==> src/source/accum_params.svh <==
`ifndef ACCUM_PARAMS_SVH
`define ACCUM_PARAMS_SVH

// ---------------------------------------------------------------------------
// core widths and sizes
// ---------------------------------------------------------------------------

// accumulator and memory byte width
`define DATA_W 8

// memory address, also the jump and branch target width
`define ADDR_W 10

// opcode field, top bits of the word
`define OP_W 6

// full instruction word
`define INSTR_W 16

// data memory bytes, one per address
`define MEM_DEPTH 1024

`endif

==> src/source/isaPkg.sv <==
`default_nettype none

`include "accum_params.svh"

package isaPkg;

	// opcodes, numbered in the order of the instruction table
	typedef enum logic [`OP_W-1:0] {
		LDA = 0, LDB, LDCA, LDCB, STA, STB,
		ADDA, ADDB, ADDCA, ADDCB, SUBA, SUBB, SUBCA, SUBCB,
		ANDA, ANDB, ANDCA, ANDCB, ORA, ORB, ORCA, ORCB,
		ASLA, ASRA, JMP,
		BAEQ, BANE, BAMI, BAPL, BBEQ, BBNE, BBMI, BBPL,
		NOP = 63
	} opcode_t;

	// ------------------------------------------------------------------------
	// three views of the same 16-bit word
	// ------------------------------------------------------------------------

	// absolute address, jmp and memory ops
	typedef struct packed {
		opcode_t op;
		logic [`ADDR_W-1:0] addr;
	} addrView_t;

	// 8-bit constant, low byte
	typedef struct packed {
		opcode_t op;
		logic [1:0] pad;
		logic [`DATA_W-1:0] constant;
	} constView_t;

	// unsigned forward offset from pc, branches only
	typedef struct packed {
		opcode_t op;
		logic [3:0] pad;
		logic [5:0] offset;
	} relView_t;

	typedef union packed {
		addrView_t addrView;
		constView_t constView;
		relView_t relView;
	} instrWord_t;

	// opcode classes
	function automatic logic writesA(opcode_t op);
		return op inside {LDA, LDCA, ADDA, ADDCA, SUBA, SUBCA, ANDA, ANDCA, ORA, ORCA,
			ASLA, ASRA};
	endfunction

	function automatic logic writesB(opcode_t op);
		return op inside {LDB, LDCB, ADDB, ADDCB, SUBB, SUBCB, ANDB, ANDCB, ORB, ORCB};
	endfunction

	// register forms read both accumulators
	function automatic logic readsA(opcode_t op);
		return op inside {STA, ADDA, ADDB, ADDCA, SUBA, SUBB, SUBCA, ANDA, ANDB, ANDCA,
			ORA, ORB, ORCA, ASLA, ASRA, BAEQ, BANE, BAMI, BAPL};
	endfunction

	function automatic logic readsB(opcode_t op);
		return op inside {STB, ADDA, ADDB, ADDCB, SUBA, SUBB, SUBCB, ANDA, ANDB, ANDCB,
			ORA, ORB, ORCB, BBEQ, BBNE, BBMI, BBPL};
	endfunction

	function automatic logic isLoad(opcode_t op);
		return op inside {LDA, LDB};
	endfunction

	function automatic logic isStore(opcode_t op);
		return op inside {STA, STB};
	endfunction

	// jmp counts as a branch that is always taken
	function automatic logic isBranch(opcode_t op);
		return op inside {[JMP:BBPL]};
	endfunction

endpackage

`default_nettype wire

==> src/source/ctrlPkg.sv <==
`default_nettype none

package ctrlPkg;

	// ------------------------------------------------------------------------
	// codes carried from decode to execute and writeback
	// ------------------------------------------------------------------------

	// accumulator written at writeback, 2'b11 is never produced
	typedef enum logic [1:0] {
		writeNone = 2'b00,
		writeA = 2'b01,
		writeB = 2'b10
	} accWrite_t;

	// bit 0: operand 1 from acc A, else constant
	// bit 1: operand 2 from acc B, else constant
	typedef enum logic [1:0] {
		selConstants = 2'b00,
		selAcumAConstB = 2'b01,
		selConstAAcumB = 2'b10,
		selAcumAB = 2'b11
	} opSel_t;

	// alu function
	typedef enum logic [2:0] {
		aluAdd,
		aluSub,
		aluAnd,
		aluOr,
		aluShl,
		aluShr,
		aluPass
	} aluOp_t;

endpackage

`default_nettype wire

==> src/source/hazardUnit.sv <==
`timescale 1ns/1ps
`default_nettype none

module hazardUnit (
	input wire logic exValid,
	input isaPkg::opcode_t exOp,
	input wire logic wbValid,
	input ctrlPkg::accWrite_t wbAccWrite,
	output logic fwdA,
	output logic fwdB
);

	import isaPkg::*;
	import ctrlPkg::*;

	logic wbHitsA;
	logic wbHitsB;

	// ---------------------------------------------------------------------------
	// execute vs writeback dependence
	// ---------------------------------------------------------------------------

	// word one ahead still in flight and not yet in the accumulators
	assign wbHitsA = wbValid && (wbAccWrite == writeA);
	assign wbHitsB = wbValid && (wbAccWrite == writeB);

	// forwarded value overrides the latched read
	// two-ahead case is already covered by the write-through read
	assign fwdA = exValid && wbHitsA && readsA(exOp);
	assign fwdB = exValid && wbHitsB && readsB(exOp);

endmodule

`default_nettype wire

==> config.mk <==
export PLATFORM = sky130hd
export DESIGN_NAME = hazardUnit
export DESIGN_NICKNAME = d
export VERILOG_FILES = /design/src/source/isaPkg.sv /design/src/source/ctrlPkg.sv /design/src/source/hazardUnit.sv
export VERILOG_INCLUDE_DIRS = /design/src /design/src/source
export SDC_FILE = /design/constraint.sdc
export NUM_CORES = 1
export LEC_CHECK = 0
export ABC_AREA = 1
export ABC_CLOCK_PERIOD_IN_PS = 800
export BUFFER_PORTS_ARGS = -buffer_cell sky130_fd_sc_hd__buf_2
export CAP_MARGIN = 20
export CORE_AREA = 2 2 39 41
export DETAILED_ROUTE_END_ITERATION = 8
export DIE_AREA = 0 0 41 43
export GPL_ROUTABILITY_DRIVEN = 0
export PLACE_DENSITY = 0.3
export SLEW_MARGIN = 20
export SYNTH_ARGS = -nofsm -noshare
export SYNTH_HDL_FRONTEND = slang
export SYNTH_SLANG_ARGS = --single-unit
==> constraint.sdc <==
create_clock -name vclk -period 0.8
set_input_delay 0.12 -clock vclk [all_inputs]
set_output_delay 0.12 -clock vclk [all_outputs]
set_load 0.03 [all_outputs]
[Yosys cells after proc, flatten, opt, wreduce, memory -nomap -nowiden]
Cells that the tools add are included.
Operators by class
  reductions and logical operators: 8
  equality and inequality tests: 30
Operators with widths (number)
  $eq 6x5->1 const B: 15
  $eq 6x4->1 const B: 8
  $eq 6x3->1 const B: 4
  $reduce_bool 19->1: 1
  $reduce_bool 17->1: 1
  $eq 6x6->1 const B: 1
  $logic_and 1x1->1: 6
  $eq 2x1->1 const B: 1
  $eq 2x2->1 const B: 1
Word-level totals
  input port bits: 10
  logic and storage cells: 38
  output and inout bits: 2
  flip-flop bits (word level): 0

[Longest topological paths before layout]
  word-level depth: 4
  gate-level depth with buffers: 7

[Least setup slack after synthesis]
No wires, ideal clock.
  kind: input-to-output
  start point: input port exOp[3]
  end point: output port fwdB
  path buffers: 0
  stages: 5
  data required time: 680 ps
  arrival: 867 ps
  path slack: -187 ps
  cells stage by stage: nor2_2 nand3_1 nand2_1 nand3_1 nor2_1
Between the ends
  longest elaborated chain between the ends: 3
  elaborated cells on any way between the ends: 19
Ends and longest elaborated chain
  start, declared: RTL line hazardUnit.sv:6  | input isaPkg::opcode_t exOp,
  $eq 6x3->1 (tied with other cells): RTL line isaPkg.sv:64  | return op inside {STB, ADDA, ADDB, ADDCB, SUBA, SUBB, SUBCB, ANDA, ANDB, ANDCB,
  $reduce_bool 17->1 (*): RTL line isaPkg.sv:64
  $logic_and 1x1->1 (*): RTL line hazardUnit.sv:30  | assign fwdB = exValid && wbHitsB && readsB(exOp);
  end, declared: RTL line hazardUnit.sv:10  | output logic fwdB
Mark *: on every way between the ends. The rest lies on a longest branch, timed or not.

[Final worst setup path]
  start point: input port exOp[0]
  end point: output port fwdB
The elaborated chain is that of the path after synthesis.

==> flow_summary_export.csv <==
group,metric,value,unit
outcome,violations,"negative setup slack",
sta,fmax,1.070,GHz
cells_and_area,syn2layout_area_growth,148.8,%
yosys,synth.largest_area_cell,"nand2_1",
power_and_ir_drop,ir_worst_vdd,0.00008555,V
floorplan,floorplan.initialDensity,11.48,%
yosys,synth_area_leaders,"nand2_1 (38%), inv_1 (17%), nand3_1 (9.4%), nor2_2 (7.9%), nor2_1 (7.1%)",
worst_setup_path,cp.required,0.68,ns
drt,num_vias,266,
place,post-place-ws,-0.2697,ns
drt,first_pass_iters,2,
sta,fin_crit_sh,116.8,%
cells_and_area,num-fill-cells,164,
sta,slew_headroom,85.64,%
drt,wl_per_cell,7.814,um
worst_setup_path,crit_arrival,0.81,ns
drt,ant_nets,0,
floorplan,die_x,41,um
global_routing,grt_overflow,0,
drt,drt_iter0_markers,2,
yosys,netlist_area,158.9,um2
global_routing,grt_max_degree,7,
sta,slew_viol_final,0,
cells_and_area,layout.nets,66,
drt,routed_wl,547,um
floorplan,core_area,0.001384,mm2
job,maxCapViolCount,0,
worst_setup_path,path_max_fanout,4,
sta,rsz0062_at_grt,"yes",
cells_and_area,clkbuf_count,0,
worst_setup_path,critPathCaptureType,"primary output",
place,dpl.hpwl,441.6,um
yosys,synth_top_area_share,37.80,%
floorplan,rows,14,
sta,hold_viol,0,
power_and_ir_drop,p_leak,0.1915,nW
floorplan,die_height,43,um
yosys,syn_inst,37,
cells_and_area,seqCellArea,0,um2
worst_setup_path,start_kind,"primary input",
sta,worstMarginPinSlew,0.2138,ns
power_and_ir_drop,power.density,426.6,mW/mm2
cells_and_area,fin_area,395.4,um2
yosys,synth.yosys.seq_area_share,0,%
outcome,status,"finished, violations left",
yosys,syn_nets,47,
global_routing,globalRouteTotalUtil,6.793,%
floorplan,die_area,0.001763,mm2
cells_and_area,seq_cells,0,
sta,finalSetupViolCount,2,
sta,period_needed,0.9345,ns
cells_and_area,layout-drive-gt1-share,66.67,%
yosys,yosysMostFrequentCell,"nand2_1",
cells_and_area,insertedDiodeCount,0,
power_and_ir_drop,total_power,0.1687,mW
worst_setup_path,critPathKind,"primary input to primary output",
sta,layout_setup_ws,-0.1345,ns
global_routing,antenna_found_initial,0,
hold_path,hp-class,"primary input to primary output",
yosys,syn_avg_cell_area,4.295,um2
yosys,synth.distinct_cells,9,
floorplan,ioPinCount,12,
place,placed_cell_area,299.0,um2
yosys,synthTopCellsByCount,"nand2_1 (16), inv_1 (7), nand3_1 (3), nor2_1 (3)",
sta,hold_ws,0.6347,ns
drt,drt-vias-per-instance,3.800,
place,port_buffers,12,
drt,drcViolationCount,0,
yosys,yosysWarnings,0,
global_routing,first_global_vias,239,
global_routing,grt_pass1_wl,903,um
worst max-delay path, cell delays in order:
cell,delay (ns)
buf_6,0.10
nor2_4,0.13
nand3_1,0.08
nand2_1,0.08
nand3_2,0.08
nor2_4,0.09
buf_6,0.13
layer usage:
layer  wire length, um  vias up  track usage, %
li1                  -      150               -
met4                 0        0               0
met3                26        0               0
met5                 0        -               0
met2               267        6           10.94
met1               253      110           10.44
repair_timing:
item | CTS | global route
endpoints found under the setup margin | 2 | 2
buffers inserted | 1 | 0
gates cloned | 0 | 0
hold buffers | 0 | 0
gates resized for setup | 28 | 5
pin swaps | 12 | 6
metrics by stage:
step                      TNS, ns  instances  utilization, %
final                     -0.2400         70           28.57
after detailed placement  -0.5296         69           21.61
after global placement    -0.5724         69           21.61
after global routing      -0.3469         70           28.57
after floorplan                 0         37               -
after CTS                 -0.2864         70           27.22
layout by cell type, fill, tap and decap left out, types with 3 or more instances in the layout:
master   synthesis  routed
buf_4            0       5
inv_1            7       3
buf_2            0       5
nand2_2          0       4
buf_8            0       3
nand2_1         16      12
nor2_4           0       4
buf_6            0       4
cell families after synthesis:
family / synth area share, %
simple gates: 65.35
buf+inv: 16.54
compound gates: 18.11
path summary, 6_finish.rpt:
check                startpoint    to  slack [ns]  depth (start not counted)
setup / recovery        exOp[0]  fwdB       -0.13                          7
hold / removal    wbAccWrite[0]  fwdB        0.63                          5
report_power, final:
part           internal (mW)  total [mW]  switching, mW
Combinational         0.0865       0.169         0.0822
Clock                      0           0              0
Sequential                 0           0              0
area by class of cell:
cell class,instances,area (um2),share of cell area (%)
multi-input combinational,30,191.4,48.42
inverter,7,31.28,7.911
timing repair buffer,17,152.6,38.61
tap,16,20.02,5.063
Note: power is estimated with default switching activity, not from simulation.
