===== src/source/accum_params.svh =====
`ifndef ACCUM_PARAMS_SVH
`define ACCUM_PARAMS_SVH

// ---------------------------------------------------------------------------
// core widths and sizes
// ---------------------------------------------------------------------------

// accumulator and memory byte width
`define DATA_W 8

// memory address, also the jump and branch target width
`define ADDR_W 10

// opcode field, top bits of the word
`define OP_W 6

// full instruction word
`define INSTR_W 16

// data memory bytes, one per address
`define MEM_DEPTH 1024

`endif


===== src/source/isaPkg.sv =====
`default_nettype none

`include "accum_params.svh"

package isaPkg;

	// opcodes, numbered in the order of the instruction table
	typedef enum logic [`OP_W-1:0] {
		LDA = 0, LDB, LDCA, LDCB, STA, STB,
		ADDA, ADDB, ADDCA, ADDCB, SUBA, SUBB, SUBCA, SUBCB,
		ANDA, ANDB, ANDCA, ANDCB, ORA, ORB, ORCA, ORCB,
		ASLA, ASRA, JMP,
		BAEQ, BANE, BAMI, BAPL, BBEQ, BBNE, BBMI, BBPL,
		NOP = 63
	} opcode_t;

	// ------------------------------------------------------------------------
	// three views of the same 16-bit word
	// ------------------------------------------------------------------------

	// absolute address, jmp and memory ops
	typedef struct packed {
		opcode_t op;
		logic [`ADDR_W-1:0] addr;
	} addrView_t;

	// 8-bit constant, low byte
	typedef struct packed {
		opcode_t op;
		logic [1:0] pad;
		logic [`DATA_W-1:0] constant;
	} constView_t;

	// unsigned forward offset from pc, branches only
	typedef struct packed {
		opcode_t op;
		logic [3:0] pad;
		logic [5:0] offset;
	} relView_t;

	typedef union packed {
		addrView_t addrView;
		constView_t constView;
		relView_t relView;
	} instrWord_t;

	// opcode classes
	function automatic logic writesA(opcode_t op);
		return op inside {LDA, LDCA, ADDA, ADDCA, SUBA, SUBCA, ANDA, ANDCA, ORA, ORCA,
			ASLA, ASRA};
	endfunction

	function automatic logic writesB(opcode_t op);
		return op inside {LDB, LDCB, ADDB, ADDCB, SUBB, SUBCB, ANDB, ANDCB, ORB, ORCB};
	endfunction

	// register forms read both accumulators
	function automatic logic readsA(opcode_t op);
		return op inside {STA, ADDA, ADDB, ADDCA, SUBA, SUBB, SUBCA, ANDA, ANDB, ANDCA,
			ORA, ORB, ORCA, ASLA, ASRA, BAEQ, BANE, BAMI, BAPL};
	endfunction

	function automatic logic readsB(opcode_t op);
		return op inside {STB, ADDA, ADDB, ADDCB, SUBA, SUBB, SUBCB, ANDA, ANDB, ANDCB,
			ORA, ORB, ORCB, BBEQ, BBNE, BBMI, BBPL};
	endfunction

	function automatic logic isLoad(opcode_t op);
		return op inside {LDA, LDB};
	endfunction

	function automatic logic isStore(opcode_t op);
		return op inside {STA, STB};
	endfunction

	// jmp counts as a branch that is always taken
	function automatic logic isBranch(opcode_t op);
		return op inside {[JMP:BBPL]};
	endfunction

endpackage

`default_nettype wire


===== src/source/ctrlPkg.sv =====
`default_nettype none

package ctrlPkg;

	// ------------------------------------------------------------------------
	// codes carried from decode to execute and writeback
	// ------------------------------------------------------------------------

	// accumulator written at writeback, 2'b11 is never produced
	typedef enum logic [1:0] {
		writeNone = 2'b00,
		writeA = 2'b01,
		writeB = 2'b10
	} accWrite_t;

	// bit 0: operand 1 from acc A, else constant
	// bit 1: operand 2 from acc B, else constant
	typedef enum logic [1:0] {
		selConstants = 2'b00,
		selAcumAConstB = 2'b01,
		selConstAAcumB = 2'b10,
		selAcumAB = 2'b11
	} opSel_t;

	// alu function
	typedef enum logic [2:0] {
		aluAdd,
		aluSub,
		aluAnd,
		aluOr,
		aluShl,
		aluShr,
		aluPass
	} aluOp_t;

endpackage

`default_nettype wire


===== src/source/decodeStage.sv =====
`timescale 1ns/1ps
`default_nettype none

`include "accum_params.svh"

module decodeStage (
	input wire logic aluClk,
	input wire logic rst,
	input wire logic instrValid,
	input isaPkg::instrWord_t instr,
	input wire logic [`ADDR_W-1:0] pc,
	input wire logic [`DATA_W-1:0] rdA,
	input wire logic [`DATA_W-1:0] rdB,
	output logic exValid,
	output isaPkg::opcode_t exOp,
	output ctrlPkg::aluOp_t exAluOp,
	output ctrlPkg::opSel_t exOpSel,
	output ctrlPkg::accWrite_t exAccWrite,
	output logic [`DATA_W-1:0] exConst,
	output logic [`DATA_W-1:0] exOperA,
	output logic [`DATA_W-1:0] exOperB,
	output logic [`ADDR_W-1:0] exTarget
);

	import isaPkg::*;
	import ctrlPkg::*;

	opcode_t op;
	aluOp_t aluOpNext;
	opSel_t opSelNext;
	accWrite_t accWriteNext;
	logic [`ADDR_W-1:0] targetNext;

	// opcode sits in the same bits in every view
	assign op = instr.addrView.op;

	// ---------------------------------------------------------------------------
	// decode
	// ---------------------------------------------------------------------------

	always_comb begin
		// loads, stores, branches and nop just pass
		case (op)
			ADDA, ADDB, ADDCA, ADDCB: aluOpNext = aluAdd;
			SUBA, SUBB, SUBCA, SUBCB: aluOpNext = aluSub;
			ANDA, ANDB, ANDCA, ANDCB: aluOpNext = aluAnd;
			ORA, ORB, ORCA, ORCB: aluOpNext = aluOr;
			ASLA: aluOpNext = aluShl;
			ASRA: aluOpNext = aluShr;
			default: aluOpNext = aluPass;
		endcase

		// an accumulator is an operand exactly when it is read
		opSelNext = opSel_t'({readsB(op), readsA(op)});

		if (writesA(op))
			accWriteNext = writeA;
		else if (writesB(op))
			accWriteNext = writeB;
		else
			accWriteNext = writeNone;

		// relative branches wrap at 1024, jmp and memory ops are absolute
		if (isBranch(op) && op != JMP)
			targetNext = pc + `ADDR_W'(instr.relView.offset);
		else
			targetNext = instr.addrView.addr;
	end

	// ---------------------------------------------------------------------------
	// decode to execute register
	// ---------------------------------------------------------------------------

	// control, idle slot becomes a bubble
	always_ff @(posedge aluClk) begin
		if (rst || !instrValid) begin
			exValid <= 1'b0;
			exOp <= NOP;
			exAccWrite <= writeNone;
		end else begin
			exValid <= 1'b1;
			exOp <= op;
			exAccWrite <= accWriteNext;
		end
	end

	// payload, ignored while exValid is low
	always_ff @(posedge aluClk) begin
		exAluOp <= aluOpNext;
		exOpSel <= opSelNext;
		exConst <= instr.constView.constant;
		exOperA <= rdA;
		exOperB <= rdB;
		exTarget <= targetNext;
	end

endmodule

`default_nettype wire


===== config.mk =====
export PLATFORM = sky130hd
export DESIGN_NAME = decodeStage
export DESIGN_NICKNAME = d
export VERILOG_FILES = /design/src/source/isaPkg.sv /design/src/source/ctrlPkg.sv /design/src/source/decodeStage.sv
export VERILOG_INCLUDE_DIRS = /design/src /design/src/source
export SDC_FILE = /design/constraint.sdc
export NUM_CORES = 1
export LEC_CHECK = 0
export BUFFER_PORTS_ARGS = -buffer_cell sky130_fd_sc_hd__buf_2
export CAP_MARGIN = 20
export CELL_PAD_IN_SITES_DETAIL_PLACEMENT = 1
export CELL_PAD_IN_SITES_GLOBAL_PLACEMENT = 1
export CORE_ASPECT_RATIO = 1.5
export CORE_MARGIN = 1
export CORE_UTILIZATION = 28
export DETAILED_ROUTE_END_ITERATION = 8
export PLACE_DENSITY_LB_ADDON = 0.25
export SYNTH_ARGS = -nofsm -noshare
export SYNTH_HDL_FRONTEND = slang
export SYNTH_SLANG_ARGS = --single-unit
export TNS_END_PERCENT = 5

===== constraint.sdc =====
create_clock -name aluClk -period 1.4 [get_ports aluClk]
set_input_delay 0.07 -clock aluClk [delete_from_list [all_inputs] [get_ports aluClk]]
set_output_delay 0.07 -clock aluClk [all_outputs]
set_load 0.005 [all_outputs]

Word-level counts from Yosys, hierarchy flattened
Memory sizes are Yosys's and may differ from the RTL's. A register that Yosys moved wholly into a read port is not among the register bits.
Index checks and enable logic that the tools add are counted.
{ "totals": {"regBits": 45, "rom_bits": 96, "output_inout_bits": 48, "word_cells": 59, "n_memories": 1} }
{ "memory_table": {"columns": ["memory", "depth", "word_bits", "read_ports", "rd_ports_with_merged_regs", "wr", "line_no", "text"], "rows": [
  ["(no name shown)", 32, 3, 1, 1, 0, "decodeStage.sv:43", "case (op)"]
]} }
{ "op_classes": {"n_addsub": 1, "n_lt_le_gt_ge": 2, "eq_ne": 32, "muxes": 4, "reduce_logical": 10} }
{ "ops": {"columns": ["cell", "count"], "rows": [
  ["6-bit by 5-bit equality test with 1-bit output, second input constant", 15],
  ["6-bit by 4-bit equality test with 1-bit output, second input constant", 8],
  ["6-bit by 3-bit equality test with 1-bit output, second input constant", 4],
  ["19-bit nonzero test", 1],
  ["17-bit nonzero test", 1],
  ["6-bit by 2-bit equality test with 1-bit output, second input constant", 2],
  ["12-bit nonzero test", 1],
  ["10-bit by 6-bit adder with 10-bit output", 1],
  ["10-bit two-way mux", 1],
  ["10-bit nonzero test", 1],
  ["6-bit by 1-bit equality test with 1-bit output, second input constant", 1],
  ["6-bit equality test, second input constant", 1],
  ["6-bit by 5-bit greater-or-equal comparator with 1-bit output, second input constant", 1],
  ["6-bit <= comparator, second input constant", 1],
  ["6-bit zero test", 1],
  ["6-bit by 5-bit != test with 1-bit output, second input constant", 1],
  ["1-bit logical AND", 2],
  ["1-bit two-way mux", 2],
  ["2-bit two-way mux", 1],
  ["2-bit OR reduction", 1],
  ["1-bit zero test", 1],
  ["1-bit logical OR", 1]
]} }

Depth between registers and ports, before layout
{ "depth": {"ltp_word": 4, "depth_mapped": 7, "ltp_nobuf": 6} }

Worst setup path before layout
Ideal clock, no wire load.
{ "synth_timing": {"kind": "input -> register", "start": "input port instr[0] in the netlist's numbering", "end": "register exTarget[8]", "setup_ns": 0.074, "t_arrival_ns": 1.441, "slack_ns": -0.115, "stages": 6, "cell_sequence": "ha_1 > fa_1 > a211oi_1 > o21ai_0 > a41o_1 > a31oi_1"} }
{ "synth_via": {"elab_chain_cells": 2} }
{ "synth_rtl": {"columns": ["element", "line_no", "text"], "rows": [
  ["start: declaration", "decodeStage.sv:10", "input isaPkg::instrWord_t instr,"],
  ["10-bit by 6-bit adder with 10-bit output", "decodeStage.sv:65", "targetNext = pc + `ADDR_W'(instr.relView.offset);"],
  ["10-bit two-way mux", "decodeStage.sv:64", "if (isBranch(op) && op != JMP)"],
  ["named net targetNext[8]", "decodeStage.sv:32", "logic [`ADDR_W-1:0] targetNext;"],
  ["end signal: assignment", "decodeStage.sv:94", "exTarget <= targetNext;"],
  ["end: declaration", "decodeStage.sv:22", "output logic [`ADDR_W-1:0] exTarget"]
]} }
The timed path passes the listed nets, and every way through them passes these cells.
A chain may end at the register's enable or synchronous reset.

Worst setup path in the final report
Ends and elaborated chain as after synthesis.

==> results.md <==
- Status: complete, no violations
- Iteration-0 DRC Markers: 18
- Final #Nets: around 360
- Setup violations, final: 0
- Proportion of synthesized area in mux cells: 1.34%
- Final GP Congestion: slightly above 0.8
- Die ar.: approximately 0.0063 mm2
- Synth warnings: 0
- Antenna Nets Post-Route: 0
- Syn Nets: around 210
- WS Path Type: input port to flop
- Fin area: approximately 0.0028 mm2
- Adder-cell share of the synthesized area: just under 8%
- Total CTS buffers: 5
- Synth top area share: 57.0%
- Fin crit share: approximately nine tenths
- Arrival time worst endpoint: ~1.5 ns
- Clock sinks: 48
- Hold Path Class: input port to flop
- Starting Density: between 20 and 30%
- Max_slew headroom: between 70% and 80%
- P_leak: ~1.4 nW
- Peak supply drop: roughly 600 uV
- CP Launch Type: input port
- H-tree Lvls: 2
- Asr flop ratio synth: 0%
- Syn-to-layout area delta: 66.2%
- Num rows: 34
- Layout cells sized above 1: between 40 and 50%
- Chip width: 65.3 um
- Post-synth cell types: 35
- Top cells by count, synth: dfxtp_1, nand2_1, a21oi_1, ha_1, o21ai_0
- Top Ports: 93
- Most frequent cell after synthesis: dfxtp_1
- Drt first pass iters: 2
- Worst path required time: approximately 1.6 ns
- Slowest cell on crit path: fa_2
- Worst-path cell chain: buf_2, ha_1, fa_2, a211oi_1, o21ai_2, a41o_1, a31oi_1
- Routed Wire Length: about 5.0 mm
- Seq cells post-synth: 48
- Synth Flop Type: dfxtp_1
- ANT cells: 0
- Total gr overflow: 0
- CTS tree: built
- Antenna violations before repair: 0
- GRT Total Usage: around 16%
- Setup TNS: 0 ns
- Simple-Gate Fraction of Synth Area: ~13%
- Sequential fraction of the synthesis area: 57.0%
- DRC viols: 0
- Synth area leader: dfxtp_1
- Critical path peak fanout: 4
- Longest Clk Path Bufs: 2
- Pwr dens: ~1100 mW/mm2
- Die height: approximately 97 um
- Core area: 0.00579 mm2
- Largest family of logic cells by synthesized area: compound AO/OA/AOI/OAI gates
- PortBufs: between 90 and 100
- Number of synthesized flops with an enable pin: 0
- Post-layout min period: between 1 and 1.5 ns
- Setup bufs post-CTS: 0
- Max-slew violations: 0
- Cells after synthesis: 158
- CTS Root Cell: clkbuf_8
- Fin util: 48.4%
- Synth Area in Compound Gates: approximately 16%
- Largest cells by area after synthesis: dfxtp_1, ha_1, nand2_1, a21oi_1, o21ai_0
- Worst slew pin tran: 0.333 ns
- Worst setup EP type: flop
- DP HPWL: about 3.7 mm
- First-pass GRT wire length: about 8 mm
- Fin. Hold Viols: 0
- Syn avg cell area: approximately 11 um2
- Number of global-route vias before repair: 1831
- Post-Synth XOR/XNOR Area: under 10%
- Worst-path clk slew: ~0.1 ns
- Peak Freq: 0.777 GHz
- Drt wl/cell: between 10 and 15 um
- Largest net degree at the start of global routing: 17
- Peak per-stage delay on the critical path: 0.34 ns
- Vias per cell: 4.60
- Via count: 1744
- Placed inst area: 0.00243 mm2
- Synthesized area: roughly 0.0017 mm2
- RSZ-0062 raised after global routing: no
- Max_cap viols: 0
[critical path, delay by kind of cell]
| kind | cells | cell delay, ns |
|---|---|---|
| adder cells (fa/ha/maj) | 2 | 0.56 |
| buffers and inverters | 1 | 0.11 |
| AO/OA/AOI/OAI | 4 | 0.80 |
[final cells by class]
type                    instances  area [um2]
repair buffers                145         921
fillers                       711        2980
multi-input cells              98         684
clock buffers                   5        68.8
inverters                       8        30.0
clock inverters                 3        46.3
flip-flops and latches         48         961
well taps                      72        90.1
[power by group]
part | internal (mW) | switching (mW)
sequential | 1.45 | 0.0179
combinational | 0.289 | 0.233
clock | 0.538 | 0.496
total | 2.27 | 0.747
[kinds of logic (layout without fill, tap and decap cells)]
kind of cell | after synthesis | count (layout)
multiplexers | 2 | 2
AO/OA/AOI/OAI | 40 | 40
buffers and inverters | 12 | 161
adder cells (fa/ha/maj) | 10 | 10
XOR/XNOR | 4 | 4
flip-flops | 48 | 48
AND/OR/NAND/NOR | 42 | 42
[cell usage in the layout (no fill, tap or decap), types with 3 or more instances in the layout]
| cell type | instances |
|---|---|
| a211oi_1 | 6 |
| o21ai_0 | 8 |
| nand2b_1 | 4 |
| clkbuf_8 | 5 |
| nor2_1 | 8 |
| a31oi_1 | 3 |
| nor3_1 | 4 |
| dfxtp_1 | 48 |
| ha_1 | 9 |
| dlygate4sd3_1 | 25 |
| a21oi_1 | 9 |
| inv_1 | 8 |
| nand2_1 | 13 |
| buf_2 | 92 |
| buf_4 | 28 |
[flip-flops by register name (all words and copies together) (netlist names)]
signal,count
exAluOp,3
exValid,1
exOperB,8
exOp,6
exAccWrite,2
exOpSel,2
exConst,8
exTarget,10
exOperA,8
[layer usage]
layer | up-vias | track usage, % | wire length (um)
met3 | 13 | 3.77 | 376
met4 | 0 | 8.36 | 157
met1 | 801 | 15.6 | 1840
met2 | 79 | 30.6 | 2650
li1 | 851 | - | -
met5 | - | 0 | 0
[what timing repair did]
action                     4_1_cts  5_1_grt
resized for setup                0        1
hold buffers                    25        0
hold endpoints to repair        26        0
setup endpoints to repair        0        2
[worst paths after layout]
check,start,to,cells after the start
worst max-delay path,instr[0],exTarget[8],7
worst min-delay path,rst,exOp[5],3
[metrics by stage]
stage	setup WS [ns]	power [mW]	hold slack (ns)	std cells
floorplan	-0.0387	1.69	0.0977	158
global placement	-0.154	1.95	0.172	346
detailed placement	-0.215	1.96	0.174	346
CTS	0.121	3.08	0.00339	379
global route	0.00362	3.17	0.0282	379
finish	0.113	3.02	0.0134	379
No activity file was read; power rests on OpenSTA's default activity.
