$ cat src/source/accum_params.svh
`ifndef ACCUM_PARAMS_SVH
`define ACCUM_PARAMS_SVH

// ---------------------------------------------------------------------------
// core widths and sizes
// ---------------------------------------------------------------------------

// accumulator and memory byte width
`define DATA_W 8

// memory address, also the jump and branch target width
`define ADDR_W 10

// opcode field, top bits of the word
`define OP_W 6

// full instruction word
`define INSTR_W 16

// data memory bytes, one per address
`define MEM_DEPTH 1024

`endif

$ cat src/source/ctrlPkg.sv
`default_nettype none

package ctrlPkg;

	// ------------------------------------------------------------------------
	// codes carried from decode to execute and writeback
	// ------------------------------------------------------------------------

	// accumulator written at writeback, 2'b11 is never produced
	typedef enum logic [1:0] {
		writeNone = 2'b00,
		writeA = 2'b01,
		writeB = 2'b10
	} accWrite_t;

	// bit 0: operand 1 from acc A, else constant
	// bit 1: operand 2 from acc B, else constant
	typedef enum logic [1:0] {
		selConstants = 2'b00,
		selAcumAConstB = 2'b01,
		selConstAAcumB = 2'b10,
		selAcumAB = 2'b11
	} opSel_t;

	// alu function
	typedef enum logic [2:0] {
		aluAdd,
		aluSub,
		aluAnd,
		aluOr,
		aluShl,
		aluShr,
		aluPass
	} aluOp_t;

endpackage

`default_nettype wire

$ cat src/source/accumulatorFile.sv
`timescale 1ns/1ps
`default_nettype none

`include "accum_params.svh"

module accumulatorFile (
	input wire logic aluClk,
	input wire logic rst,
	input ctrlPkg::accWrite_t wrSel,
	input wire logic [`DATA_W-1:0] wrData,
	output logic [`DATA_W-1:0] rdA,
	output logic [`DATA_W-1:0] rdB,
	output logic [`DATA_W-1:0] acumA,
	output logic [`DATA_W-1:0] acumB
);

	import ctrlPkg::*;

	// architectural state, cleared on reset
	always_ff @(posedge aluClk) begin
		if (rst) begin
			acumA <= '0;
			acumB <= '0;
		end else begin
			if (wrSel == writeA)
				acumA <= wrData;
			if (wrSel == writeB)
				acumB <= wrData;
		end
	end

	// write-through, decode sees the word two ahead
	assign rdA = (wrSel == writeA) ? wrData : acumA;
	assign rdB = (wrSel == writeB) ? wrData : acumB;

	// writeback only ever names one accumulator
	wrSelLegal: assert property (@(posedge aluClk) disable iff (rst)
		wrSel inside {writeNone, writeA, writeB});

endmodule

`default_nettype wire

$ cat config.mk
export PLATFORM = sky130hd
export DESIGN_NAME = accumulatorFile
export DESIGN_NICKNAME = d
export VERILOG_FILES = /design/src/source/ctrlPkg.sv /design/src/source/accumulatorFile.sv
export VERILOG_INCLUDE_DIRS = /design/src /design/src/source
export SDC_FILE = /design/constraint.sdc
export NUM_CORES = 1
export LEC_CHECK = 0
export ABC_AREA = 1
export BUFFER_PORTS_ARGS = -buffer_cell sky130_fd_sc_hd__buf_2
export CORE_ASPECT_RATIO = 1.2
export CORE_MARGIN = 1
export CORE_UTILIZATION = 43
export CTS_CLUSTER_SIZE = 12
export DETAILED_ROUTE_END_ITERATION = 10
export PLACE_DENSITY = 0.76
export SETUP_SLACK_MARGIN = 0.02
export SLEW_MARGIN = 20
export SYNTH_ARGS = -nofsm -noshare
export SYNTH_HDL_FRONTEND = slang
export SYNTH_SLANG_ARGS = --single-unit
$ cat constraint.sdc
create_clock -name aluClk -period 0.9 [get_ports aluClk]
set_input_delay 0.18 -clock aluClk [delete_from_list [all_inputs] [get_ports aluClk]]
set_output_delay 0.18 -clock aluClk [all_outputs]
set_load 0.005 [all_outputs]
== After elaboration in Yosys (flattened, before gate mapping) ==
Index checks and enable logic that the tools add are counted.

* Input bits: 12
* Output and inout port bits: 32
* Register bits after elaboration: 16
* Logic and storage cells: 6

* Eq/ne operators: 2
* Multiplexer cells: 2

{| class="wikitable"
|+ Operators with widths
! operator !! count
|-
| $mux W8 || 2
|-
| $eq A2 B1 Y1 const B || 1
|-
| $eq A2 B2 Y1 const B || 1
|}

== Depth between registers and ports, before layout ==
Gate-level depths: netlist of run 1.

* Depth in word-level cells: 2
* Gate-level depth with buffers: 6
* Mapped depth without buffers: 5

== Least setup slack after synthesis of run 1 ==
OpenSTA, ideal clock, no wires.

* Path kind: input port to output port
* From: input wrSel[1]
* To: output rdA[0]
* Data required time: 0.720 ns
* Stages: 6
* Slack: 0.107 ns
* Arrival: 0.613 ns
* Buffers on the path: 1
* Path through: buf_6 -> inv_8 -> nand2_8 -> nand2_2 -> nand2_1 -> inv_1

* Cells in the longest elaborated chain, start to end: 2

{| class="wikitable"
|+ RTL lines
! item !! RTL line !! source
|-
| start: declaration || accumulatorFile.sv:9 || <nowiki>input ctrlPkg::accWrite_t wrSel,</nowiki>
|-
| $eq A2 B1 Y1 || accumulatorFile.sv:33 || <nowiki>assign rdA = (wrSel == writeA) ? wrData : acumA;</nowiki>
|-
| $mux W8 || n/a ||
|-
| end: declaration || accumulatorFile.sv:11 || <nowiki>output logic [`DATA_W-1:0] rdA,</nowiki>
|}

Every way passes these cells.

== Worst setup path after layout of run 1 ==
* From: register acumB[2]
* To: output rdB[2]

* Cells in the longest elaborated chain, start to end: 1

{| class="wikitable"
|+ RTL lines
! item !! RTL line !! source
|-
| start: declaration || accumulatorFile.sv:14 || <nowiki>output logic [`DATA_W-1:0] acumB</nowiki>
|-
| start signal: assignment || accumulatorFile.sv:28 || <nowiki>acumB <= wrData;</nowiki>
|-
| $mux W8 || n/a ||
|-
| end: declaration || accumulatorFile.sv:12 || <nowiki>output logic [`DATA_W-1:0] rdB,</nowiki>
|}

Every way passes these cells.

==> metrics.txt, run 1 <==
VDD IR max 1010 uV; combinational share of power 30.4%; Syn Nets 140; reg-to-reg critical path startpoint acumB[6]; wire length per cell 10.19 um; Synth Area in Simple Gates 37.59%; Mapped Cells 128; Critical path origin acumB[2]; Clock power frac 26.6%; Initial DRC Count 18; # setup viols final 33; ant diodes 0; clk buf depth 2; R2R depth 8; Slew headroom 79.85%; total CTS buffers 3; violated checks setup timing; net switching power 547.4 uW; crit share post-route 126.9%; Hold-fix buffers, CTS 0; number of routed nets with antenna violations 0; first-pass GRT wire length 3.346 mm; total number of yosys warnings 0; Seq cells post-synth 16; pins over their slew limit 0; Starting Density 46.03%; port bufs 43; clk sinks 16; xor/xnor share of the synthesized area 0%; Die Y 50.48 um; area grow syn2layout 56.91%; register area share after synthesis 38.04%; Placeable Area 1829 sq um; vias in the first global route 835; total track usage 20.36%; Root Driver clkbuf_4; Hold Path Origin rst; RSZ-0062 raised after global routing true; htree depth 1; total power 1.850 mW; pre-CTS setup slack -139.1 ps; post-route minimum period 1142 ps; status finished with violations; detailed-route via count 925; Hold WS 238.5 ps; Worst Skew 0 ps; Internal Pwr Total 1.303 mW; mux cell area share after synthesis 0%; DIE WIDTH 42.40 um; Startpoint Class register; Least-Margin Pin Slew 302.2 ps; largest net degree at the start of global routing 17; Rows 17; Post-Syn Area 842.1 sq um; Non-Filler Instances 206; hold path depth 2; aggregate global routing overflow 0; initial antenna violation count 0; Max-Cap Viols 0; setup_tns -3960 ps; Max Clk Rate 875.6 MHz; Crit path arrival time 960 ps; Cells after DPL 195; Pre-Repair DR Iteration Count 4; Worst setup EP type primary output; Skew-Pair Late Insertion Delay 290 ps; clock-pin slew on the worst setup and hold paths 100 ps; hpwl dp 1.496 mm; DRC Markers 0; Setup WS post-layout -242.1 ps; complex-gate fraction of the synthesized area 0%; critical path fanouts, max 2; Total Routed Length 2.100 mm; cell leakage power 0.8205 nW; Crit Path Category reg2out; Synth Area in Adders 0%; largest family of logic cells by synthesized area simple AND/OR/NAND/NOR gates; Pwr per Cell Area 1400 nW/um^2; Hold Crit Class in2reg; area of the die 2140 sq um; Mean Syn Cell Area 6.579 sq um; Seq pwr share 43.1%; synth unique cells 12; RD Place Congestion 0.7292; CTS tree done; Worst EP required 720 ps; Fin. Hold Viols 0; I/O pins 44; sw frac 29.58%; vias per cell 4.490; share of cells above drive strength 1 67.91%; nets 200
[critical path: stages, from the launching register on]
cell	delay, ps
dfxtp_2	330
inv_1	50
nand2_1	70
nand2_2	70
inv_1	30
buf_2	110
[state kept, by name, indices dropped and copies added, names as in the netlist]
register,cells
acumB,8
acumA,8
[per-stage QoR]
stage | area (sq um) | util, %
2_1_floorplan | 842.1 | -
3_3_place_gp | 1129 | 61.70
3_5_place_dp | 1129 | 61.70
4_1_cts | 1282 | 70.11
5_1_grt | 1321 | 72.23
6_report | 1321 | 72.23
[worst paths after layout]
path,slack (ps),endpoint
max reg2reg,-170,acumB[6]
min,240,acumB[4]
max,-240,rdB[2]
min reg2reg,550,acumA[6]
[cells by family after synthesis]
kind of cell / count (synthesis)
buf+inv: 46
flops: 16
simple gates: 66
[timing repair]
action / CTS / global route
buffers inserted: 8 / 2
setup endpoints to repair: 32 / 35
pin swaps: 1 / 5
gates resized for setup: 40 / 24
hold endpoints to repair: 0 / 0
[layout make-up]
class                   count  area, sq um
inverters                  42        172.7
flip-flops and latches     16        340.3
well taps                  19        23.77
repair buffers             59        401.6
multi-input cells          66        346.6
clock buffers               4        36.28
fillers                   146        508.0
[cell usage in the layout (no fill, tap or decap)]
| master | count |
|---|---|
| nor2_1 | 14 |
| nand2_2 | 20 |
| nand2_4 | 1 |
| clkbuf_8 | 1 |
| buf_2 | 38 |
| inv_8 | 2 |
| nand2_1 | 12 |
| inv_1 | 18 |
| buf_6 | 11 |
| inv_2 | 22 |
| nor2_2 | 2 |
| nand3_1 | 16 |
| clkbuf_4 | 3 |
| buf_12 | 1 |
| nand2_8 | 1 |
| buf_4 | 9 |
| dfxtp_2 | 16 |
[cell usage after synthesis]
master    instances  area (sq um)
nand2_4           1         11.26
inv_8             2         22.52
dfxtp_1          16         320.3
inv_1            40         150.1
clkbuf_2          1         5.000
nand2_1          22         82.58
buf_2             1         5.000
nand2_8           1         20.02
nor2_1           16         60.06
nand3_1          16         80.08
nand2_2          10         62.56
buf_6             2         22.52
[power by group through the flow]
stage / Sequential [mW] / Clock [mW] / Combinational (mW)
floorplan: 0.800 / 0 / 0.234
global placement: 0.792 / 0 / 0.432
detailed placement: 0.794 / 0 / 0.443
CTS: 0.793 / 0.501 / 0.526
global route: 0.804 / 0.534 / 0.614
finish: 0.797 / 0.491 / 0.562
[metal layers]
layer | wire length (um) | global-route usage (%) | share of wire, %
met5 | 0 | 0 | 0
met1 | 849 | 21.73 | 40
met4 | 28 | 9.375 | 1.3
met2 | 1138 | 37.69 | 54
met3 | 83 | 3.957 | 4.0
No activity file was read; power rests on OpenSTA's default activity.
==> run 2: changes to the inputs <==
ABC_AREA = not set   (was 1)
CORE_UTILIZATION = 45   (was 43)
PLACE_DENSITY = 0.77   (was 0.76)
==> metrics.txt, run 2 <==
status finished with violations (unchanged); violated checks DRC, setup timing (was setup timing); register area share after synthesis 34.13% (was 38.04%); RSZ-0062 raised after global routing true (unchanged); Starting Density 49.57% (was 46.03%); Worst Skew 0 ps (unchanged); Seq cells post-synth 16 (unchanged); Mapped Cells 82 (was 128); top flop regs acumA x8, acumB x8 (unchanged); clk sinks 16 (unchanged); Pwr per Cell Area 1160 nW/um^2 (was 1400 nW/um^2); Setup WS post-layout -295.7 ps (was -242.1 ps); Max Clk Rate 836.3 MHz (was 875.6 MHz); Non-Filler Cell Area, Final 1577 sq um (was 1321 sq um); Placed Area 1245 sq um (was 1129 sq um); Max-Cap Viols 0 (unchanged); CTS tree done (unchanged); slowest CP cell dfxtp_2 (unchanged); Least-Margin Pin Slew 314.2 ps (was 302.2 ps); commonest non-fill, non-tap cell in the layout buf_6 (was buf_2); DIE WIDTH 43.69 um (was 42.40 um); sw frac 25.05% (was 29.58%); pre-CTS setup slack -341.6 ps (was -139.1 ps); asr flop ratio synth 0% (unchanged); port bufs 43 (unchanged); Skew-Pair Late Insertion Delay 280 ps (was 290 ps); Synth Area in Simple Gates 18.67% (was 37.59%); Initial DRC Count 15 (was 18); Hold Path Origin wrData[4] (was rst); vias in the first global route 857 (was 835); first-pass GRT wire length 3.657 mm (was 3.346 mm); grt peak-use layer met2 (unchanged); Placeable Area 1893 sq um (was 1829 sq um); Fin. Hold Viols 0 (unchanged); Post-Syn Area 938.4 sq um (was 842.1 sq um); M2 GR Usage 41.79% (was 37.69%); Crit Path Category reg2out (unchanged); Crit path arrival time 1020 ps (was 960 ps); pins over their slew limit 0 (unchanged); area of the multi-input gates 598.1 sq um (was 346.6 sq um); GR Util met1 23.55% (was 21.73%); initial antenna violation count 0 (unchanged); crit path cell chain mux2_4 > buf_6 (was inv_1 > nand2_1 > nand2_2 > inv_1 > buf_2); crit share post-route 132.9% (was 126.9%); DRC Markers 6 (was 0); Slew headroom 79.05% (was 79.85%); detailed-route via count 834 (was 925); EDFF count, synth 0 (unchanged); Internal Pwr Total 1.371 mW (was 1.303 mW); Synth top cells by count nand2b_1 (26), dfxtp_1 (16), mux2_4 (16), mux2i_1 (16) (was inv_1 (40), nand2_1 (22), dfxtp_1 (16), nand3_1 (16), nor2_1 (16)); largest cells by area after synthesis dfxtp_1 (34%), mux2_4 (26%), nand2b_1 (17%) (was dfxtp_1 (38%), inv_1 (18%), nand2_1 (9.8%)); prevailing post-synth register cell dfxtp_1 (unchanged); total track usage 21.68% (was 20.36%); net switching power 458.3 uW (was 547.4 uW); hpwl dp 1.573 mm (was 1.496 mm); Startpoint Class register (unchanged); number of routed nets with antenna violations 0 (unchanged); # setup viols final 32 (was 33); Mean Syn Cell Area 11.44 sq um (was 6.579 sq um); Die Y 52.03 um (was 50.48 um); reg-to-reg critical path startpoint acumA[5] (was acumB[6]); critical path fanouts, max 3 (was 2); Synth area leader dfxtp_1 (unchanged); Worst setup EP type primary output (unchanged); Hold-fix buffers, CTS 0 (unchanged); largest net degree at the start of global routing 25 (was 17); aggregate global routing overflow 0 (unchanged); clk buf depth 2 (unchanged); VDD IR max 990.0 uV (was 1010 uV); Seq pwr share 42.6% (was 43.1%); filler instances 117 (was 146); largest family of logic cells by synthesized area multiplexers (was simple AND/OR/NAND/NOR gates); htree depth 1 (unchanged); Hold Crit Class in2reg (unchanged); Syn Nets 94 (was 140); area grow syn2layout 68.00% (was 56.91%); Pre-Repair DR Iteration Count 7 (was 4); wire length per cell 15.33 um (was 10.19 um); most frequent cell after synthesis nand2b_1 (was inv_1); xor/xnor share of the synthesized area 0% (unchanged); ant diodes 0 (unchanged); area of the die 2273 sq um (was 2140 sq um); total number of yosys warnings 0 (unchanged); mux cell area share after synthesis 42.67% (was 0%); RD Place Congestion 0.7547 (was 0.7292); Register Area 340.3 sq um (unchanged); combinational share of power 31.0% (was 30.4%); Synth Area in Adders 0% (unchanged); total CTS buffers 3 (unchanged); total power 1.829 mW (was 1.850 mW); post-synth top area share 34.13% (was 38.04%); Buf/Inv on CP 1 (was 3); cell leakage power 0.8056 nW (was 0.8205 nW); Critical path origin acumB[3] (was acumB[2]); largest stage delay on the critical path 340 ps (was 330 ps); met3 usage 2.431% (was 3.957%); Root Driver clkbuf_4 (unchanged); Top Family by Delay on Critical Path flip-flops (unchanged); Clock power frac 26.3% (was 26.6%); nets 157 (was 200); clock-pin slew on the worst setup and hold paths 100 ps (about the same); share of cells above drive strength 1 71.53% (was 67.91%); post-route minimum period 1196 ps (was 1142 ps); Worst EP required 720 ps (about the same); complex-gate fraction of the synthesized area 0% (unchanged); synth unique cells 9 (was 12); vias per cell 5.117 (was 4.490); Rows 17 (unchanged); Total Routed Length 2.499 mm (was 2.100 mm); most frequent cells in the layout buf_6 (34), nand2b_1 (24), buf_2 (17) (was buf_2 (38), inv_2 (22), nand2_2 (20)); I/O pins 44 (unchanged); Hold WS 184.2 ps (was 238.5 ps)
==> run 2: cell types whose count changed in the layout (fill, tap and decap cells not counted), moves of 18 or more <==
cell      delta
nand2b_1    +24
buf_6       +23
nand2_2     -20
inv_1       -18
buf_2       -21
inv_2       -22
==> run 2: metal layers <==
| layer | part of all wire [%] | wire length [um] |
|---|---|---|
| met5 | 0 | 0 |
| met4 | 0.52 | 13 |
| met3 | 4.9 | 122 |
| met2 | 55 | 1366 |
| met1 | 40 | 996 |
==> run 2: area by class of cell <==
| type | count | share of cell area (%) |
|---|---|---|
| multi-input combinational | 60 | 37.94 |
| timing repair buffer | 64 | 36.67 |
| sequential | 16 | 21.59 |
| clock buffer | 4 | 2.302 |
| tap | 19 | 1.508 |
==> run 2: worst paths after layout <==
kind / end / slack, ps / depth (start not counted)
worst max-delay path: rdB[3] / -300 / 2
worst max register to register: acumA[5] / 40 / 4
worst min-delay path: acumB[4] / 180 / 3
worst min register to register: acumA[1] / 500 / 2
==> run 2: stage by stage <==
stage	utilization, %	cells	TNS, ps
floorplan	-	82	-373.3
global placement	65.76	148	-4684
detailed placement	65.76	148	-5128
CTS	79.84	159	-5677
global route	83.28	163	-6521
finish	83.28	163	-5577
==> run 2: worst min-delay path: cells and delay by family <==
kind	cells	cell delay, ps
buf+inv	1	110
simple gates	1	80
mux	1	70
==> run 2: what timing repair did <==
action | in CTS | in global routing
gates resized for setup | 45 | 11
hold endpoints to repair | 0 | 0
setup buffers | 7 | 9
cloned | 0 | 0
endpoints found under the setup margin | 32 | 32
==> run 2: power groups by stage <==
stage / sequential, mW / clock (mW) / combinational (mW)
finish: 0.780 / 0.481 / 0.568
global route: 0.785 / 0.517 / 0.602
global placement: 0.783 / 0 / 0.401
detailed placement: 0.787 / 0 / 0.413
floorplan: 0.789 / 0 / 0.235
CTS: 0.778 / 0.491 / 0.530
==> run 2: cell families after synthesis <==
group / Yosys count
muxes: 32
and+or+nand+nor: 28
DFF: 16
buffers and inverters: 6
