<file path="config.mk">
export PLATFORM = sky130hd
export DESIGN_NAME = executeStage
export DESIGN_NICKNAME = d
export VERILOG_FILES = /design/src/source/isaPkg.sv /design/src/source/ctrlPkg.sv /design/src/source/executeStage.sv
export VERILOG_INCLUDE_DIRS = /design/src /design/src/source
export SDC_FILE = /design/constraint.sdc
export NUM_CORES = 1
export LEC_CHECK = 0
export BUFFER_PORTS_ARGS = -buffer_cell sky130_fd_sc_hd__buf_2
export CAP_MARGIN = 20
export CORE_ASPECT_RATIO = 0.8
export CORE_MARGIN = 4
export CORE_UTILIZATION = 56
export DETAILED_ROUTE_END_ITERATION = 8
export PLACE_DENSITY = 0.95
export SYNTH_ARGS = -nofsm -noshare
export SYNTH_HDL_FRONTEND = slang
export SYNTH_SLANG_ARGS = --single-unit
</file>
<file path="constraint.sdc">
create_clock -name aluClk -period 11.45 [get_ports aluClk]
set_input_delay 0.5725 -clock aluClk [delete_from_list [all_inputs] [get_ports aluClk]]
set_output_delay 0.5725 -clock aluClk [all_outputs]
set_load 0.02 [all_outputs]
</file>
<file path="src/source/accum_params.svh">
`ifndef ACCUM_PARAMS_SVH
`define ACCUM_PARAMS_SVH

// ---------------------------------------------------------------------------
// core widths and sizes
// ---------------------------------------------------------------------------

// accumulator and memory byte width
`define DATA_W 8

// memory address, also the jump and branch target width
`define ADDR_W 10

// opcode field, top bits of the word
`define OP_W 6

// full instruction word
`define INSTR_W 16

// data memory bytes, one per address
`define MEM_DEPTH 1024

`endif

</file>
<file path="src/source/isaPkg.sv">
`default_nettype none

`include "accum_params.svh"

package isaPkg;

	// opcodes, numbered in the order of the instruction table
	typedef enum logic [`OP_W-1:0] {
		LDA = 0, LDB, LDCA, LDCB, STA, STB,
		ADDA, ADDB, ADDCA, ADDCB, SUBA, SUBB, SUBCA, SUBCB,
		ANDA, ANDB, ANDCA, ANDCB, ORA, ORB, ORCA, ORCB,
		ASLA, ASRA, JMP,
		BAEQ, BANE, BAMI, BAPL, BBEQ, BBNE, BBMI, BBPL,
		NOP = 63
	} opcode_t;

	// ------------------------------------------------------------------------
	// three views of the same 16-bit word
	// ------------------------------------------------------------------------

	// absolute address, jmp and memory ops
	typedef struct packed {
		opcode_t op;
		logic [`ADDR_W-1:0] addr;
	} addrView_t;

	// 8-bit constant, low byte
	typedef struct packed {
		opcode_t op;
		logic [1:0] pad;
		logic [`DATA_W-1:0] constant;
	} constView_t;

	// unsigned forward offset from pc, branches only
	typedef struct packed {
		opcode_t op;
		logic [3:0] pad;
		logic [5:0] offset;
	} relView_t;

	typedef union packed {
		addrView_t addrView;
		constView_t constView;
		relView_t relView;
	} instrWord_t;

	// opcode classes
	function automatic logic writesA(opcode_t op);
		return op inside {LDA, LDCA, ADDA, ADDCA, SUBA, SUBCA, ANDA, ANDCA, ORA, ORCA,
			ASLA, ASRA};
	endfunction

	function automatic logic writesB(opcode_t op);
		return op inside {LDB, LDCB, ADDB, ADDCB, SUBB, SUBCB, ANDB, ANDCB, ORB, ORCB};
	endfunction

	// register forms read both accumulators
	function automatic logic readsA(opcode_t op);
		return op inside {STA, ADDA, ADDB, ADDCA, SUBA, SUBB, SUBCA, ANDA, ANDB, ANDCA,
			ORA, ORB, ORCA, ASLA, ASRA, BAEQ, BANE, BAMI, BAPL};
	endfunction

	function automatic logic readsB(opcode_t op);
		return op inside {STB, ADDA, ADDB, ADDCB, SUBA, SUBB, SUBCB, ANDA, ANDB, ANDCB,
			ORA, ORB, ORCB, BBEQ, BBNE, BBMI, BBPL};
	endfunction

	function automatic logic isLoad(opcode_t op);
		return op inside {LDA, LDB};
	endfunction

	function automatic logic isStore(opcode_t op);
		return op inside {STA, STB};
	endfunction

	// jmp counts as a branch that is always taken
	function automatic logic isBranch(opcode_t op);
		return op inside {[JMP:BBPL]};
	endfunction

endpackage

`default_nettype wire

</file>
<file path="src/source/ctrlPkg.sv">
`default_nettype none

package ctrlPkg;

	// ------------------------------------------------------------------------
	// codes carried from decode to execute and writeback
	// ------------------------------------------------------------------------

	// accumulator written at writeback, 2'b11 is never produced
	typedef enum logic [1:0] {
		writeNone = 2'b00,
		writeA = 2'b01,
		writeB = 2'b10
	} accWrite_t;

	// bit 0: operand 1 from acc A, else constant
	// bit 1: operand 2 from acc B, else constant
	typedef enum logic [1:0] {
		selConstants = 2'b00,
		selAcumAConstB = 2'b01,
		selConstAAcumB = 2'b10,
		selAcumAB = 2'b11
	} opSel_t;

	// alu function
	typedef enum logic [2:0] {
		aluAdd,
		aluSub,
		aluAnd,
		aluOr,
		aluShl,
		aluShr,
		aluPass
	} aluOp_t;

endpackage

`default_nettype wire

</file>
<file path="src/source/executeStage.sv">
`timescale 1ns/1ps
`default_nettype none

`include "accum_params.svh"

module executeStage (
	input wire logic aluClk,
	input wire logic rst,
	input wire logic exValid,
	input isaPkg::opcode_t exOp,
	input ctrlPkg::aluOp_t exAluOp,
	input ctrlPkg::opSel_t exOpSel,
	input ctrlPkg::accWrite_t exAccWrite,
	input wire logic [`DATA_W-1:0] exConst,
	input wire logic [`DATA_W-1:0] exOperA,
	input wire logic [`DATA_W-1:0] exOperB,
	input wire logic [`ADDR_W-1:0] exTarget,
	input wire logic fwdA,
	input wire logic fwdB,
	input wire logic [`DATA_W-1:0] memRdData,
	output logic [`ADDR_W-1:0] memAddr,
	output logic memWrEn,
	output logic [`DATA_W-1:0] memWrData,
	output logic wbValid,
	output ctrlPkg::accWrite_t wbAccWrite,
	output logic [`DATA_W-1:0] wbData,
	output logic retireValid,
	output isaPkg::opcode_t retireOp,
	output logic [`DATA_W-1:0] retireData,
	output logic branchTaken,
	output logic [`ADDR_W-1:0] branchTarget
);

	import isaPkg::*;
	import ctrlPkg::*;

	logic [`DATA_W-1:0] srcA;
	logic [`DATA_W-1:0] srcB;
	logic [`DATA_W-1:0] oper1;
	logic [`DATA_W-1:0] oper2;
	logic [`DATA_W-1:0] aluResult;
	logic [`DATA_W-1:0] storeData;
	logic taken;
	opcode_t wbOp;
	logic wbBranch;
	logic [`DATA_W-1:0] wbResult;
	logic [`ADDR_W-1:0] wbTarget;

	// ---------------------------------------------------------------------------
	// operands and alu
	// ---------------------------------------------------------------------------

	// one-ahead result wins over the latched read
	assign srcA = fwdA ? wbData : exOperA;
	assign srcB = fwdB ? wbData : exOperB;
	assign oper1 = exOpSel[0] ? srcA : exConst;
	assign oper2 = exOpSel[1] ? srcB : exConst;

	always_comb begin
		case (exAluOp)
			aluAdd: aluResult = oper1 + oper2;
			// constant B forms subtract the constant from B
			aluSub: aluResult = (exOpSel == selConstAAcumB) ? oper2 - oper1 : oper1 - oper2;
			aluAnd: aluResult = oper1 & oper2;
			aluOr: aluResult = oper1 | oper2;
			aluShl: aluResult = oper1 << 1;
			// sign bit kept
			aluShr: aluResult = $signed(oper1) >>> 1;
			default: aluResult = oper1;
		endcase
	end

	// zero and sign tests on the forwarded accumulator
	always_comb begin
		case (exOp)
			JMP: taken = 1'b1;
			BAEQ: taken = (srcA == '0);
			BANE: taken = (srcA != '0);
			BAMI: taken = srcA[`DATA_W-1];
			BAPL: taken = !srcA[`DATA_W-1];
			BBEQ: taken = (srcB == '0);
			BBNE: taken = (srcB != '0);
			BBMI: taken = srcB[`DATA_W-1];
			BBPL: taken = !srcB[`DATA_W-1];
			default: taken = 1'b0;
		endcase
	end

	// memory, read data comes back in writeback
	assign storeData = (exOp == STA) ? srcA : srcB;
	assign memAddr = exTarget;
	assign memWrEn = exValid && isStore(exOp);
	assign memWrData = storeData;

	// ---------------------------------------------------------------------------
	// execute to writeback register
	// ---------------------------------------------------------------------------

	always_ff @(posedge aluClk) begin
		if (rst) begin
			wbValid <= 1'b0;
			wbOp <= NOP;
			wbAccWrite <= writeNone;
			wbBranch <= 1'b0;
		end else begin
			wbValid <= exValid;
			wbOp <= exOp;
			wbAccWrite <= exAccWrite;
			wbBranch <= exValid && taken;
		end
	end

	always_ff @(posedge aluClk) begin
		wbResult <= isStore(exOp) ? storeData : aluResult;
		wbTarget <= exTarget;
	end

	// load data arrives from the ram this cycle
	assign wbData = isLoad(wbOp) ? memRdData : wbResult;

	// ---------------------------------------------------------------------------
	// retire register, same edge as the accumulator write
	// ---------------------------------------------------------------------------

	always_ff @(posedge aluClk) begin
		if (rst) begin
			retireValid <= 1'b0;
			retireOp <= NOP;
			retireData <= '0;
			branchTaken <= 1'b0;
			branchTarget <= '0;
		end else begin
			retireValid <= wbValid;
			retireOp <= wbOp;
			// zero unless an accumulator or memory byte was written
			retireData <= (wbAccWrite != writeNone || isStore(wbOp)) ? wbData : '0;
			branchTaken <= wbBranch;
			branchTarget <= wbBranch ? wbTarget : '0;
		end
	end

	// branch words never reach the accumulators
	branchNoAccWrite: assert property (@(posedge aluClk) disable iff (rst)
		(wbValid && isBranch(wbOp)) |-> (wbAccWrite == writeNone));

endmodule

`default_nettype wire

</file>
Yosys cells after proc, flatten, opt, wreduce, memory -nomap -nowiden
Cells that the tools add are included.
{ "op_classes": {"n_addsub": 3, "mul": 0, "n_div": 0, "n_lt_le_gt_ge": 0, "eq_ne": 20, "shifts": 0, "muxes": 10, "bitwise": 4, "reduce_logical": 17} }
{ "ops": {"columns": ["operator", "n"], "rows": [
  ["8-bit 2-to-1 mux", 8],
  ["6-bit by 5-bit == test with 1-bit output, second input constant", 8],
  ["8-bit one-hot mux with 6 select lines", 1],
  ["6-bit by 3-bit == test with 1-bit output, second input constant", 4],
  ["8-bit logical NOT", 2],
  ["8-bit nonzero test", 2],
  ["8-bit subtractor", 2],
  ["1-bit one-hot mux with 9 select lines", 1],
  ["8-bit adder", 1],
  ["8-bit bitwise AND", 1],
  ["8-bit OR", 1],
  ["2-bit nonzero test", 4],
  ["3-bit by 2-bit == test with 1-bit output, second input constant", 2],
  ["3-bit == test, second input constant", 2],
  ["6-bit by 1-bit == test with 1-bit output, second input constant", 1],
  ["6-bit == test, second input constant", 1],
  ["6-bit logical NOT", 1],
  ["2-bit OR reduction", 2],
  ["3-bit by 1-bit == test with 1-bit output, second input constant", 1],
  ["3-bit logical NOT", 1],
  ["2-bit == test, second input constant", 1],
  ["1-bit logical AND", 2],
  ["1-bit logical NOT", 2],
  ["1-bit inverter", 2],
  ["1-bit logical OR", 1]
]} }
{ "totals": {"reg_bits": 54, "latchBits": 0, "ramBits": 0, "mem_bits_ro": 0, "inputBits": 60, "output_inout_bits": 56, "elab_cells": 65, "mem_count": 0} }

Longest topological paths before layout
{ "depth": {"depth_word": 9, "depth_mapped": 16} }

Worst setup path before layout
OpenSTA, ideal clock, no wires.
{ "synth_path": {"kind": "reg2reg", "from": "reg wbOp[5]", "to": "reg wbResult[7]", "setup_ns": 0.074, "t_arrival_ns": 3.540, "required_time_ns": 11.376, "setup_slack_ns": 7.836, "stages_incl_launch_ff": 14, "n_path_buf": 1, "period_less_slack_ns": 3.614, "cell_sequence": "dfxtp_1 or4_4 buf_6 o21ai_0 and2_1 a21oi_1 mux2i_1 ha_1 o21bai_1 a41oi_1 a221o_1 or3_1 a311o_1 a31oi_1"} }
{ "synth_between": {"elab_chain_cells": 9, "elab_cells_between_ends": 17} }
{ "synth_rtl": {"columns": ["element", "line", "rtl"], "rows": [
  ["start, declared", "executeStage.sv:44", "opcode_t wbOp;"],
  ["start signal, assigned", "executeStage.sv:107", "wbOp <= exOp;"],
  ["6-bit by 1-bit == test with 1-bit output / 6-bit logical NOT (equally long branches)", "isaPkg.sv:69", "return op inside {LDA, LDB};"],
  ["2-bit nonzero test (*)", "isaPkg.sv:69", null],
  ["8-bit 2-to-1 mux (*)", "executeStage.sv:119", "assign wbData = isLoad(wbOp) ? memRdData : wbResult;"],
  ["8-bit 2-to-1 mux (on tied branches)", "executeStage.sv:54, executeStage.sv:55", null],
  ["8-bit 2-to-1 mux (on tied branches)", "executeStage.sv:56, executeStage.sv:57", null],
  ["8-bit subtractor", "executeStage.sv:63", "aluSub: aluResult = (exOpSel == selConstAAcumB) ? oper2 - oper1 : oper1 - oper2;"],
  ["8-bit 2-to-1 mux", "executeStage.sv:63", null],
  ["8-bit one-hot mux with 6 select lines", "executeStage.sv:60", "case (exAluOp)"],
  ["8-bit 2-to-1 mux (*)", "executeStage.sv:114", "wbResult <= isStore(exOp) ? storeData : aluResult;"],
  ["end signal, assigned", "executeStage.sv:114", null],
  ["end, declared", "executeStage.sv:46", "logic [`DATA_W-1:0] wbResult;"]
]} }
Mark *: on every way between the ends. The rest lies on a longest branch, timed or not.
A chain may end at the register's enable or synchronous reset.

Final worst setup path
{ "layout_path": {"from": "reg wbOp[2]", "to": "reg wbResult[7]"} }
The elaborated chain is that of the path after synthesis.

==> impl_results.md <==
* Ratio of cells with drive above 1 in the final layout at 0.289
* Period utilization at 0.373
* #FFs+latches synth at 54
* Routed Wire Length at 12.4 mm
* Post-synth EDFFs at 0
* # port buffers at 115
* Synth cell types at 64
* DIE AREA at 0.00828 mm2
* Routed Antenna Nets at 0
* Final min period at 4.27 ns
* Syn_area_per_cell at 8.10 um2
* Slowest stage cell, crit path: dfxtp_1
* Crit path depth at 12
* Clk sinks at 54
* Unrepaired setup endpoints after global routing: no
* Part of the power in the clock network at 0.230
* Row count at 26
* Worst-path clk slew at 0.09 ns
* YS warnings at 0
* Hold depth at 1
* Vias in the first global route at 3,741
* Root Buffer: clkbuf_8
* Post_cts resized at 0
* Leak at 2.11 nW
* Cell internal pwr at 0.000349 W
* Worst Path Max Fanout at 13
* CP delay by family, top: compound AO/OA/AOI/OAI gates
* GRT busiest layer: met2
* CTS Buf Count at 5
* Clock Skew at 0.00757 ns
* Gr usage total at 0.287
* Fill cell count at 519
* Clk buf depth at 2
* Area share of the largest cell type after synthesis at 0.281
* Post-synthesis sequential area ratio at 0.281
* Area Overhead vs Synth at 15.9%
* Initial core utilization at 0.589
* # setup viols final at 0
* Most common cell after layout, fill and taps aside: buf_2
* Gpl congestion at 0.992
* Cell count after synthesis at 476
* First-pass GRT wire length at 18.7 mm
* Core box area at 0.00654 mm2
* Async S/R FF share, synth at 0
* Routed len/inst at 19.1 um
* Sw power at 0.000206 W
* Reg2reg path depth at 12
* Crit path buf inv count at 1
* Max-slew violations at 0
* Leading area contributor after synthesis: dfxtp_1
* Gate power share at 0.397
* # placed instances at 640
* Grt ovf at 0
* Mapped Area at 0.00385 mm2
* Non-filler instance count after layout at 648
* Max-cap violations at 0
* Nets at 658
* Worst-path cell chain: clkinv_1 > nand3_1 > and2_1 > a21oi_1 > mux2i_1 > ha_1 > o21bai_1 > a41oi_1 > a221o_1 > or3_1 > a311o_1 > a31oi_1
* CP startpoint kind: flip-flop
* TritonCTS clock tree: done
* Synth top area cells: dfxtp_1, ha_1, mux2_2
* # DRC at 0
* Worst IR drop on VDD at 0.0000661 V
* Vias per cell at 6.17
* Setup Fix Bufs, Post-CTS at 0
* Slowest stage delay, CP at 0.68 ns
* Ys flop type: dfxtp_1
* Via count at 3,999
* Routing usage on met2 at 0.466
* Hold WC Path Type: in -> reg
* Critical path type: reg -> reg
* Num ports at 116
* Worst slew margin at 0.452
* Least-Margin Pin Slew at 0.820 ns
* Crit path DAT at 4.51 ns
* H-tree Lvls at 2
* Most frequent cells in the layout: buf_2, dfxtp_1, nor2_1
* Critical Path Sink Type: flip-flop
* Chip Height at 82.2 um
* Met3 Use GR at 0.0764
* Largest net degree at the start of global routing at 25
* Drt pass-1 iters at 8
* Net Sw Frac at 0.371
* Pwr Density at 124 mW/mm2
* Fmax at 234 MHz
* Sequential power share at 0.373
* Data required time of the worst path at 11.70 ns
* Starting DRT DRC Count at 493
* Mapped Nets at 571
* Initial antenna violation count at 0
* HPWL after detailed placement at 9.69 mm
* Hold Violations, Final at 0
* Met1 Resource Use GR at 0.380
* Outcome: complete, no violations
* Setup_tns at 0 ns
* Number of diodes at 0
* Later-pin clock latency in the skew report at 0.32 ns
* Hold Buf Count CTS at 0
* DIE WIDTH at 101 um
## power groups by stage
stage | Clock, W | Combinational [W] | Sequential, W
floorplan | 0 | 0.000148 | 0.000213
global placement | 0 | 0.000206 | 0.000210
detailed placement | 0 | 0.000212 | 0.000211
CTS | 0.000128 | 0.000214 | 0.000206
global route | 0.000136 | 0.000238 | 0.000208
finish | 0.000128 | 0.000220 | 0.000207
## layer usage
| metal | wire length, um | vias to the layer above |
|---|---|---|
| li1 | - | 1837 |
| met1 | 4890 | 1858 |
| met2 | 5710 | 268 |
| met3 | 1530 | 36 |
| met4 | 269 | 0 |
| met5 | 0 | - |
## stage by stage
step	worst slack [ns]	area (um2)	power [W]	utilization	hold slack, ns
2_1_floorplan	7.84	3850	0.000361	-	0.392
3_3_place_gp	7.51	4360	0.000416	0.666	0.396
3_5_place_dp	7.32	4360	0.000423	0.666	0.401
4_1_cts	7.30	4470	0.000549	0.683	0.362
5_1_grt	6.91	4470	0.000582	0.683	0.353
6_report	7.18	4470	0.000555	0.683	0.363
## sequential cells by signal, indices dropped and copies added, names as in the netlist
signal / cells
branchTarget: 10
retireValid: 1
wbTarget: 10
retireData: 8
wbValid: 1
wbResult: 8
branchTaken: 1
wbAccWrite: 2
retireOp: 6
wbBranch: 1
wbOp: 6
## layout make-up
type	count	area (um2)	share of cell area
clock buffer	6	72.6	0.0162
clock inverter	2	37.5	0.00840
inverter	34	128	0.0286
multi-input combinational	352	2460	0.551
sequential	54	1080	0.242
tap	84	105	0.0235
timing repair buffer	116	583	0.130
## worst paths after layout
path	start	to	slack, ns
worst max-delay path	wbOp[2]	wbResult[7]	7.18
worst min-delay path	exTarget[1]	wbTarget[1]	0.36
worst max register to register	wbOp[2]	wbResult[7]	7.18
worst min register to register	wbOp[0]	retireOp[0]	0.42
## kinds of logic after synthesis
family | Yosys count | share of synthesized area
AOI/OAI and AO/OA | 122 | 0.218
xor gates and xnor gates | 4 | 0.00909
adders and majority gates | 35 | 0.119
buffers and inverters | 70 | 0.0808
DFF | 54 | 0.281
muxes | 26 | 0.0727
and+or+nand+nor | 165 | 0.219
## Yosys cell counts, types with 3 or more instances
master,count
a311o_1,3
o21ai_2,3
mux2_2,16
ha_1,32
mux2i_1,10
o21ai_0,26
a211oi_1,5
nand3b_1,4
buf_2,3
a41oi_1,3
a221o_1,3
o21a_1,7
o31ai_1,3
fa_1,3
nor3_1,10
a2111oi_0,3
buf_4,10
xnor2_1,3
nand3_1,15
nand2_1,30
a21oi_1,17
or2_2,13
inv_1,32
nor2_1,45
and2_1,17
o21ai_1,4
a31oi_1,18
nor2b_1,15
clkbuf_1,20
a21o_1,4
o211ai_1,3
dfxtp_1,54
Power figures use the tool's default switching activity.
